File: config.mk
export PLATFORM = sky130hd
export DESIGN_NAME = intWritebackTop
export DESIGN_NICKNAME = d
export VERILOG_FILES = /design/src/rtl/wbPkg.sv /design/src/rtl/completionIf.sv /design/src/rtl/execResultIf.sv /design/src/rtl/intWritebackTop.sv /design/src/rtl/completionTable.sv /design/src/rtl/intRegFile.sv /design/src/rtl/intRegWriteStage.sv /design/src/rtl/intExecUnit.sv
export SDC_FILE = /design/constraint.sdc
export NUM_CORES = 2
export LEC_CHECK = 0
export ABC_AREA = 1
export BUFFER_PORTS_ARGS = -buffer_cell sky130_fd_sc_hd__buf_2
export CAP_MARGIN = 30
export CORE_AREA = 5 5 426 428
export CTS_CLUSTER_DIAMETER = 80
export DETAILED_ROUTE_END_ITERATION = 8
export DIE_AREA = 0 0 431 433
export GPL_ROUTABILITY_DRIVEN = 0
export HOLD_SLACK_MARGIN = 0.1
export PLACE_DENSITY_LB_ADDON = 0.1
export SYNTH_ARGS = -nofsm -noshare
export SYNTH_HDL_FRONTEND = slang
export SYNTH_HIERARCHICAL = 1
export SYNTH_SLANG_ARGS = --single-unit
export TNS_END_PERCENT = 1
File: constraint.sdc
create_clock -name ctrl -period 8.1 [get_ports ctrl]
set_clock_uncertainty 0.15 [all_clocks]
set_input_delay 0.405 -clock ctrl [delete_from_list [all_inputs] [get_ports ctrl]]
set_output_delay 0.405 -clock ctrl [all_outputs]
set_load 0.005 [all_outputs]
File: src/rtl/wbPkg.sv
////////////////////////////////////////
// Shared types and sizing for the integer writeback path
// Import into module bodies; use scoped names in headers
////////////////////////////////////////

`default_nettype none

package wbPkg;

    // Default sizes that the top level passes down as parameters
    localparam int DATA_WIDTH = 32;
    localparam int PHY_REG_COUNT = 32;
    localparam int ACTIVE_LIST_DEPTH = 16;

    // Low target bits that must be zero for a legal branch target
    localparam int INSN_ADDR_BITS = 2;

    // Integer micro-op kinds
    typedef enum logic [2:0] {
        INT_OP_ADD,
        INT_OP_SUB,
        INT_OP_AND,
        INT_OP_OR,
        INT_OP_XOR,
        INT_OP_BEQ,
        INT_OP_BNE,
        INT_OP_JAL
    } IntOpType;

    // Completion state recorded per active-list entry
    typedef enum logic [1:0] {
        EXEC_STATE_NOT_FINISHED,
        EXEC_STATE_SUCCESS,
        EXEC_STATE_REFETCH_NEXT,
        EXEC_STATE_FAULT_INSN_MISALIGNED
    } ExecState;

endpackage

`default_nettype wire
File: src/rtl/completionIf.sv
////////////////////////////////////////
// Completion-table write from the register-write stage
////////////////////////////////////////

`timescale 1ns/10ps
`default_nettype none

interface completionIf #(
    parameter int dataWidth = wbPkg::DATA_WIDTH,
    parameter int activeListDepth = wbPkg::ACTIVE_LIST_DEPTH
);
    import wbPkg::*;

    localparam int ptrBits = $clog2(activeListDepth);

    logic write;
    logic [ptrBits-1:0] ptr;
    ExecState state;
    logic [dataWidth-1:0] faultAddr;

    modport stage(output write, ptr, state, faultAddr);

    // Completion table receives the write
    modport tableSide(input write, ptr, state, faultAddr);

endinterface

`default_nettype wire

File: src/rtl/execResultIf.sv
////////////////////////////////////////
// One execution result, from the integer execution unit
// to the register-write stage
////////////////////////////////////////

`timescale 1ns/10ps
`default_nettype none

interface execResultIf #(
    parameter int dataWidth = wbPkg::DATA_WIDTH,
    parameter int phyRegCount = wbPkg::PHY_REG_COUNT,
    parameter int activeListDepth = wbPkg::ACTIVE_LIST_DEPTH
);
    localparam int regNumBits = $clog2(phyRegCount);
    localparam int ptrBits = $clog2(activeListDepth);

    logic valid;
    // Low when operands were not ready at issue
    logic dataValid;
    logic [dataWidth-1:0] result;
    logic writeReg;
    logic [regNumBits-1:0] dstReg;
    logic [ptrBits-1:0] activeListPtr;

    // Branch resolution
    logic isBranch;
    logic brTaken;
    logic [dataWidth-1:0] brNextPc;
    logic brMissPred;

    modport exec(
        output valid, dataValid, result, writeReg, dstReg, activeListPtr,
        output isBranch, brTaken, brNextPc, brMissPred
    );

    modport stage(
        input valid, dataValid, result, writeReg, dstReg, activeListPtr,
        input isBranch, brTaken, brNextPc, brMissPred
    );

endinterface

`default_nettype wire

File: src/rtl/intWritebackTop.sv
////////////////////////////////////////
// Integer writeback subsystem top level
// Execution unit, register-write stage, register file
// and completion table behind plain ports
////////////////////////////////////////

`timescale 1ns/10ps
`default_nettype none

module intWritebackTop #(
    parameter int dataWidth = wbPkg::DATA_WIDTH,
    parameter int phyRegCount = wbPkg::PHY_REG_COUNT,
    parameter int activeListDepth = wbPkg::ACTIVE_LIST_DEPTH
) (
    input wire ctrl,
    input wire rst,
    // Issue
    input wire issueValid,
    input var wbPkg::IntOpType issueOp,
    input wire [dataWidth-1:0] issueSrcA,
    input wire [dataWidth-1:0] issueSrcB,
    input wire [dataWidth-1:0] issueImm,
    input wire [dataWidth-1:0] issuePc,
    input wire [dataWidth-1:0] issuePredNextPc,
    input wire [$clog2(phyRegCount)-1:0] issueDst,
    input wire issueWriteReg,
    input wire [$clog2(activeListDepth)-1:0] issueAlPtr,
    input wire issueOperandReady,
    // Backend control and selective flush
    input wire stall,
    input wire clear,
    input wire flushValid,
    input wire [$clog2(activeListDepth)-1:0] flushHead,
    input wire [$clog2(activeListDepth)-1:0] flushTail,
    // Fetch and replay
    output logic brValid,
    output logic [dataWidth-1:0] brNextPc,
    output logic replayValid,
    output logic [$clog2(activeListDepth)-1:0] replayAlPtr,
    // Observation
    input wire [$clog2(phyRegCount)-1:0] regReadNum,
    output logic [dataWidth-1:0] regReadData,
    input wire [$clog2(activeListDepth)-1:0] alReadPtr,
    output wbPkg::ExecState alReadState,
    output logic [dataWidth-1:0] alReadFaultAddr
);
    logic regWe;
    logic [$clog2(phyRegCount)-1:0] regNum;
    logic [dataWidth-1:0] regData;

    execResultIf #(
        .dataWidth(dataWidth),
        .phyRegCount(phyRegCount),
        .activeListDepth(activeListDepth)
    ) execRes ();

    completionIf #(
        .dataWidth(dataWidth),
        .activeListDepth(activeListDepth)
    ) cmpWrite ();

    intExecUnit #(
        .dataWidth(dataWidth),
        .phyRegCount(phyRegCount),
        .activeListDepth(activeListDepth)
    ) u_execUnit (
        .ctrl(ctrl),
        .rst(rst),
        .stall(stall),
        .clear(clear),
        .issueValid(issueValid),
        .issueOp(issueOp),
        .issueSrcA(issueSrcA),
        .issueSrcB(issueSrcB),
        .issueImm(issueImm),
        .issuePc(issuePc),
        .issuePredNextPc(issuePredNextPc),
        .issueDst(issueDst),
        .issueWriteReg(issueWriteReg),
        .issueAlPtr(issueAlPtr),
        .issueOperandReady(issueOperandReady),
        .res(execRes.exec)
    );

    intRegWriteStage #(
        .dataWidth(dataWidth),
        .phyRegCount(phyRegCount),
        .activeListDepth(activeListDepth)
    ) u_regWriteStage (
        .ctrl(ctrl),
        .rst(rst),
        .stall(stall),
        .clear(clear),
        .flushValid(flushValid),
        .flushHead(flushHead),
        .flushTail(flushTail),
        .res(execRes.stage),
        .regWe(regWe),
        .regNum(regNum),
        .regData(regData),
        .cmp(cmpWrite.stage),
        .brValid(brValid),
        .brNextPc(brNextPc),
        .replayValid(replayValid),
        .replayAlPtr(replayAlPtr)
    );

    intRegFile #(
        .dataWidth(dataWidth),
        .phyRegCount(phyRegCount)
    ) u_regFile (
        .ctrl(ctrl),
        .rst(rst),
        .regWe(regWe),
        .regNum(regNum),
        .regData(regData),
        .regReadNum(regReadNum),
        .regReadData(regReadData)
    );

    completionTable #(
        .dataWidth(dataWidth),
        .activeListDepth(activeListDepth)
    ) u_completionTable (
        .ctrl(ctrl),
        .rst(rst),
        .cmp(cmpWrite.tableSide),
        .alReadPtr(alReadPtr),
        .alReadState(alReadState),
        .alReadFaultAddr(alReadFaultAddr)
    );

endmodule

`default_nettype wire

File: src/rtl/completionTable.sv
////////////////////////////////////////
// Execution state and fault address per active-list entry
// Written by the register-write stage, read for observation
////////////////////////////////////////

`timescale 1ns/10ps
`default_nettype none

module completionTable #(
    parameter int dataWidth = wbPkg::DATA_WIDTH,
    parameter int activeListDepth = wbPkg::ACTIVE_LIST_DEPTH
) (
    input wire ctrl,
    input wire rst,
    completionIf.tableSide cmp,
    input wire [$clog2(activeListDepth)-1:0] alReadPtr,
    output wbPkg::ExecState alReadState,
    output logic [dataWidth-1:0] alReadFaultAddr
);
    import wbPkg::*;

    ExecState stateArr [activeListDepth];
    logic [dataWidth-1:0] faultArr [activeListDepth];

    always_ff @(posedge ctrl) begin
        if (rst) begin
            for (int i = 0; i < activeListDepth; i++) begin
                stateArr[i] <= EXEC_STATE_NOT_FINISHED;
                faultArr[i] <= '0;
            end
        end else if (cmp.write) begin
            stateArr[cmp.ptr] <= cmp.state;
            faultArr[cmp.ptr] <= cmp.faultAddr;
        end
    end

    assign alReadState = stateArr[alReadPtr];
    assign alReadFaultAddr = faultArr[alReadPtr];

endmodule

`default_nettype wire

File: src/rtl/intRegFile.sv
////////////////////////////////////////
// Physical integer register file
// One write port, one combinational read port
////////////////////////////////////////

`timescale 1ns/10ps
`default_nettype none

module intRegFile #(
    parameter int dataWidth = wbPkg::DATA_WIDTH,
    parameter int phyRegCount = wbPkg::PHY_REG_COUNT
) (
    input wire ctrl,
    input wire rst,
    input wire regWe,
    input wire [$clog2(phyRegCount)-1:0] regNum,
    input wire [dataWidth-1:0] regData,
    input wire [$clog2(phyRegCount)-1:0] regReadNum,
    output logic [dataWidth-1:0] regReadData
);
    logic [dataWidth-1:0] regs [phyRegCount];

    always_ff @(posedge ctrl) begin
        if (rst) begin
            for (int i = 0; i < phyRegCount; i++) begin
                regs[i] <= '0;
            end
        end else if (regWe) begin
            regs[regNum] <= regData;
        end
    end

    assign regReadData = regs[regReadNum];

endmodule

`default_nettype wire

File: src/rtl/intRegWriteStage.sv
////////////////////////////////////////
// Register-write stage with stall, clear and flush
// Makes the writeback, completion, branch and replay decisions
////////////////////////////////////////

`timescale 1ns/10ps
`default_nettype none

module intRegWriteStage #(
    parameter int dataWidth = wbPkg::DATA_WIDTH,
    parameter int phyRegCount = wbPkg::PHY_REG_COUNT,
    parameter int activeListDepth = wbPkg::ACTIVE_LIST_DEPTH
) (
    input wire ctrl,
    input wire rst,
    input wire stall,
    input wire clear,
    input wire flushValid,
    input wire [$clog2(activeListDepth)-1:0] flushHead,
    input wire [$clog2(activeListDepth)-1:0] flushTail,
    execResultIf.stage res,
    output logic regWe,
    output logic [$clog2(phyRegCount)-1:0] regNum,
    output logic [dataWidth-1:0] regData,
    completionIf.stage cmp,
    output logic brValid,
    output logic [dataWidth-1:0] brNextPc,
    output logic replayValid,
    output logic [$clog2(activeListDepth)-1:0] replayAlPtr
);
    import wbPkg::*;

    localparam int regNumBits = $clog2(phyRegCount);
    localparam int ptrBits = $clog2(activeListDepth);

    logic pipeValid;
    logic pipeDataValid;
    logic [dataWidth-1:0] pipeResult;
    logic pipeWriteReg;
    logic [regNumBits-1:0] pipeDst;
    logic [ptrBits-1:0] pipePtr;
    logic pipeIsBranch;
    logic pipeTaken;
    logic [dataWidth-1:0] pipeNextPc;
    logic pipeMissPred;

    logic inRange;
    logic flushed;
    logic update;
    logic misaligned;

    always_ff @(posedge ctrl) begin
        if (rst || clear) begin
            pipeValid <= 1'b0;
        end else if (!stall) begin
            pipeValid <= res.valid;
        end
    end

    always_ff @(posedge ctrl) begin
        if (!stall) begin
            pipeDataValid <= res.dataValid;
            pipeResult <= res.result;
            pipeWriteReg <= res.writeReg;
            pipeDst <= res.dstReg;
            pipePtr <= res.activeListPtr;
            pipeIsBranch <= res.isBranch;
            pipeTaken <= res.brTaken;
            pipeNextPc <= res.brNextPc;
            pipeMissPred <= res.brMissPred;
        end
    end

    // Circular range [head, tail); equal pointers mean nothing to flush
    always_comb begin
        if (flushHead == flushTail) begin
            inRange = 1'b0;
        end else if (flushHead < flushTail) begin
            inRange = (pipePtr >= flushHead) && (pipePtr < flushTail);
        end else begin
            inRange = (pipePtr >= flushHead) || (pipePtr < flushTail);
        end
        flushed = flushValid && inRange;
    end

    assign update = pipeValid && !stall && !clear && !flushed;

    assign regWe = update && pipeWriteReg && pipeDataValid;
    assign regNum = pipeDst;
    assign regData = pipeResult;

    // Only a taken branch actually jumps to its target
    assign misaligned = pipeIsBranch && pipeTaken &&
                        (pipeNextPc[INSN_ADDR_BITS-1:0] != '0);

    always_comb begin
        cmp.faultAddr = '0;
        if (!pipeDataValid) begin
            cmp.state = EXEC_STATE_NOT_FINISHED;
        end else if (misaligned) begin
            cmp.state = EXEC_STATE_FAULT_INSN_MISALIGNED;
            cmp.faultAddr = pipeNextPc;
        end else if (pipeMissPred) begin
            cmp.state = EXEC_STATE_REFETCH_NEXT;
        end else begin
            cmp.state = EXEC_STATE_SUCCESS;
        end
    end

    assign cmp.write = update;
    assign cmp.ptr = pipePtr;

    // Branch report to fetch
    assign brValid = update && pipeDataValid && pipeIsBranch;
    assign brNextPc = pipeNextPc;

    // Replay request when operands were not ready
    assign replayValid = update && !pipeDataValid;
    assign replayAlPtr = pipePtr;

endmodule

`default_nettype wire

File: src/rtl/intExecUnit.sv
////////////////////////////////////////
// Integer ALU and branch resolver with one result slot
// Result appears one cycle after issue; holds under stall
////////////////////////////////////////

`timescale 1ns/10ps
`default_nettype none

module intExecUnit #(
    parameter int dataWidth = wbPkg::DATA_WIDTH,
    parameter int phyRegCount = wbPkg::PHY_REG_COUNT,
    parameter int activeListDepth = wbPkg::ACTIVE_LIST_DEPTH
) (
    input wire ctrl,
    input wire rst,
    input wire stall,
    input wire clear,
    input wire issueValid,
    input var wbPkg::IntOpType issueOp,
    input wire [dataWidth-1:0] issueSrcA,
    input wire [dataWidth-1:0] issueSrcB,
    input wire [dataWidth-1:0] issueImm,
    input wire [dataWidth-1:0] issuePc,
    input wire [dataWidth-1:0] issuePredNextPc,
    input wire [$clog2(phyRegCount)-1:0] issueDst,
    input wire issueWriteReg,
    input wire [$clog2(activeListDepth)-1:0] issueAlPtr,
    input wire issueOperandReady,
    execResultIf.exec res
);
    import wbPkg::*;

    logic [dataWidth-1:0] pcPlus4;
    logic [dataWidth-1:0] aluOut;
    logic [dataWidth-1:0] nextPc;
    logic isBr;
    logic taken;

    always_comb begin
        pcPlus4 = issuePc + dataWidth'(4);
        aluOut = '0;
        isBr = 1'b0;
        taken = 1'b0;
        case (issueOp)
            INT_OP_ADD: aluOut = issueSrcA + issueSrcB;
            INT_OP_SUB: aluOut = issueSrcA - issueSrcB;
            INT_OP_AND: aluOut = issueSrcA & issueSrcB;
            INT_OP_OR:  aluOut = issueSrcA | issueSrcB;
            INT_OP_XOR: aluOut = issueSrcA ^ issueSrcB;
            // Conditional branches leave the result at zero
            INT_OP_BEQ: begin
                isBr = 1'b1;
                taken = (issueSrcA == issueSrcB);
            end
            INT_OP_BNE: begin
                isBr = 1'b1;
                taken = (issueSrcA != issueSrcB);
            end
            INT_OP_JAL: begin
                isBr = 1'b1;
                taken = 1'b1;
                aluOut = pcPlus4;
            end
            default: aluOut = '0;
        endcase
        nextPc = taken ? (issuePc + issueImm) : pcPlus4;
    end

    // Slot occupancy
    always_ff @(posedge ctrl) begin
        if (rst || clear) begin
            res.valid <= 1'b0;
        end else if (!stall) begin
            res.valid <= issueValid;
        end
    end

    // Result payload
    always_ff @(posedge ctrl) begin
        if (!stall) begin
            res.dataValid <= issueOperandReady;
            res.result <= aluOut;
            res.writeReg <= issueWriteReg;
            res.dstReg <= issueDst;
            res.activeListPtr <= issueAlPtr;
            res.isBranch <= isBr;
            res.brTaken <= taken;
            res.brNextPc <= nextPc;
            res.brMissPred <= isBr && (nextPc != issuePredNextPc);
        end
    end

endmodule

`default_nettype wire

==> out/qor.yml <==
status:
  status: "completed"
die:
  die_area_mm2: 0.187
  die_y_um: 433
  dieWidth_um: 431
  core_area_mm2: 0.177
  start_util_pct: 49.6
  num_rows: 155
  ios: 301
synthesis:
  avgSynthCellArea_um2: 8.88
  synth-seq-cells: 1726
  synth_seq_area_share_pct: 58.9
  synth-async-reset-ratio_pct: 0
  synth_fp_nets: 10300
  synth_area_mm2: 0.0880
  yosys_warnings: 6
  ys_types: 57
  synth-edff-count: 1724
  synth_top_area_share_pct: 58.8
  yosysTopAreaCell: "edfxtp_1"
  postSynthCellCount: 9915
  synth_area_leaders: "edfxtp_1 59%, nand2_1 12%, nor2_1 7.6%"
  ys.flop_type: "edfxtp_1"
detailed_routing:
  viasPerCell: 5.56
  wl_um: 282000
  wl_per_cell_um: 22.6
  drc: 0
  dr.pass1.iters: 9
  antenna_left: 0
  route.vias.total: 69600
  first_iter_violations: 8568
worst_setup_path:
  critPathLaunch: "issueSrcB[25]"
  regToRegEndpoint: "u_regFile/regs[28][7]$_SDFFCE_PN0P_"
  arrival_ns: 6.55
  reg2reg_depth: 16
  worst-path-stages: 27
  endpoint: "u_execUnit/res.brMissPred$_DFFE_PN_"
  cp_top_family: "buffers and inverters"
  cp.required_ns: 8.51
  timing.rr.start: "u_regWriteStage/cmp.ptr[3]$_DFFE_PN_"
  ff2ff_setup_slack_ns: 3.19
  cp_common_cell: "nand2_1"
  crit_path_end_kind: "flop"
  crit_type: "input pin to flop"
  cp_max_fo: 47
  cpMaxStageDelayCell: "dlygate4sd3_1"
  cp_slowest_stage_delay_ns: 0.58
  crit_buf_inv: 9
  start_kind: "input pin"
global_route:
  grt_remaining_overflow: 0
  grt_usage_pct: 29.7
  grt_max_degree: 147
  grt_pass1_vias: 65000
  use_met2_pct: 45.1
  top_usage_layer: "met2"
  met3_usage_pct: 4.74
  grt_use_met1_pct: 42.9
  grt_pass1_wl_um: 418000
  antenna_found_initial: 18
sta:
  slew_headroom_pct: 31.5
  fin_tns_setup_ns: 0
  finalHoldViolations: 0
  drv_slew: 0
  finalCriticalPeriod_ns: 6.14
  hold-worst-slack_ns: 0.163
  finalSetupViolCount: 0
  finalCritPeriodShare_pct: 75.8
  max_freq_mhz: 163
  tightestPinTransition_ns: 1.02
  grt_setup_unrepaired: "false"
cells_and_area:
  seq_area_mm2: 0.0518
  drive_gt1_share_pct: 8.24
  nNetsFinal: 10300
  multi_input_area_mm2: 0.0292
  n_fill_cell: 16100
  syn_to_final_growth_pct: 10.3
power_and_ir_drop:
  leakage_nw: 41.4
  max-vdd-ir-drop_mv: 0.202
  power_density_mw_per_mm2: 212
clocking:
  hold_buffers: 85
  clock_sinks: 1726
  cts_tree: "done"
  insertion_delay_ns: 0.83
  clkTransAtPathRegs_ns: 0.06
  cts_max_path_buffers: 3
  cts_resized: 0
  h-tree-depth: 4
  postCtsSetupBuffers: 0
  root_buffer: "clkbuf_16"
  cts_made_buffers: 183
placed_design:
  dp_hpwl_um: 175000
  io_buffers: 300
min_path:
  min_path_type: "input pin to flop"
job:
  maxCapViolCount: 0
[cell usage in the layout, fill, tap and decap left out, drive strengths merged, types with 4 or more instances in the layout]
master,instances
nand4,15
or2,9
a21o,4
o211ai,8
o221ai,15
bufinv,7
o21ai,90
a21oi,131
diode,11
nor4,6
o21bai,12
a31oi,8
nand3b,23
xor2,20
clkbuf,234
a21boi,4
inv,935
dlygate4sd3,85
ha,138
buf,471
nor3,37
nand3,1318
a221oi,14
edfxtp,1724
o2111ai,10
nor2,1810
xnor2,16
clkinv,82
nand2,2878
o22ai,14
[worst min-delay path by stage]
stage / startpoint / endpoint / slack, ns / cells past startpoint
CTS: issuePc[10] / u_execUnit/res.brNextPc[10]$_DFFE_PN_ / 0.10 / 5
detailed placement: u_execUnit/res.result[15]$_DFFE_PN_ / u_regWriteStage/regData[15]$_DFFE_PN_ / 0.25 / 0
finish: issuePc[4] / u_execUnit/res.brNextPc[4]$_DFFE_PN_ / 0.16 / 4
floorplan: u_execUnit/res.brNextPc[0]$_DFFE_PN_ / u_regWriteStage/brNextPc[0]$_DFFE_PN_ / 0.25 / 0
global placement: u_execUnit/res.result[24]$_DFFE_PN_ / u_regWriteStage/regData[24]$_DFFE_PN_ / 0.25 / 0
global route: issueSrcB[3] / u_execUnit/res.result[3]$_DFFE_PN_ / 0.14 / 4
[metal layers]
layer	part of all wire [%]	wire length, µm
met3	9.8	27700
met1	42	118000
met4	4.1	11700
met2	44	126000
met5	0.0046	13
[worst register-to-register path, stage by stage (launching register included)]
cell	delay [ns]
edfxtp_1	0.52
ha_1	0.37
nand2_1	0.10
inv_2	0.05
nand2_2	0.07
nand3_1	0.07
nand3_1	0.08
nand2_1	0.09
nand2_2	0.09
nand3_2	0.07
nor2_1	0.38
nand2_1	0.34
nor3_4	0.63
nand2_1	0.11
buf_4	0.30
nand2_1	0.74
buf_4	0.43
[flip-flops by register name, indices dropped and copies added (netlist names), 4 cells and up]
signal                        cells
u_regWriteStage/regNum            5
u_completionTable/faultArr      512
u_execUnit/res.activeListPtr      4
u_regWriteStage/brNextPc         32
u_execUnit/res.result            32
u_regFile/regs                 1024
u_regWriteStage/cmp.ptr           4
u_execUnit/res.dstReg             5
u_completionTable/stateArr       32
u_execUnit/res.brNextPc          32
u_regWriteStage/regData          32
[cell families (layout without fill, tap and decap cells)]
group	after synthesis	in the layout	share of synthesized area (%)
DFF	1726	1726	58.9
AOI/OAI and AO/OA	320	320	2.18
xor gates and xnor gates	36	36	0.358
and+or+nand+nor	6103	6103	28.5
adders and majority gates	141	141	2.03
buffers and inverters	1589	1814	8.08
other	0	11	0
[layout make-up]
cell class	instances	area share, %
antenna	11	0.0284
clock buffer	233	5.00
clock inverter	89	0.673
inverter	935	3.65
multi-input combinational	6600	30.1
sequential	1726	53.4
tap	2355	3.04
timing repair buffer	557	4.17
[power by group]
part | internal (W) | switching [W]
registers | 0.0102 | 0.000108
logic | 0.000621 | 0.00180
clock network | 0.00443 | 0.00347
total | 0.0152 | 0.00538
[synthesized netlist by cell type, drive strengths merged, types with 16 or more instances]
master	number
a21oi	131
buf	398
clkbuf	256
edfxtp	1724
ha	138
inv	931
nand2	2878
nand3	1318
nand3b	23
nor2	1810
nor3	37
o21ai	90
xnor2	16
xor2	20
[metrics by stage]
stage	utilization [%]	setup WS (ns)	instances	power, W	area (µm²)
2_1_floorplan	-	3.57	9915	0.0118	88000
3_3_place_gp	50.8	3.05	12100	0.0127	90200
3_5_place_dp	51.0	3.09	12100	0.0128	90600
4_1_cts	54.6	2.06	12500	0.0207	96900
5_1_grt	54.7	1.62	12500	0.0213	97100
6_report	54.7	1.96	12500	0.0206	97100
Note: power is estimated with default switching activity, not from simulation.
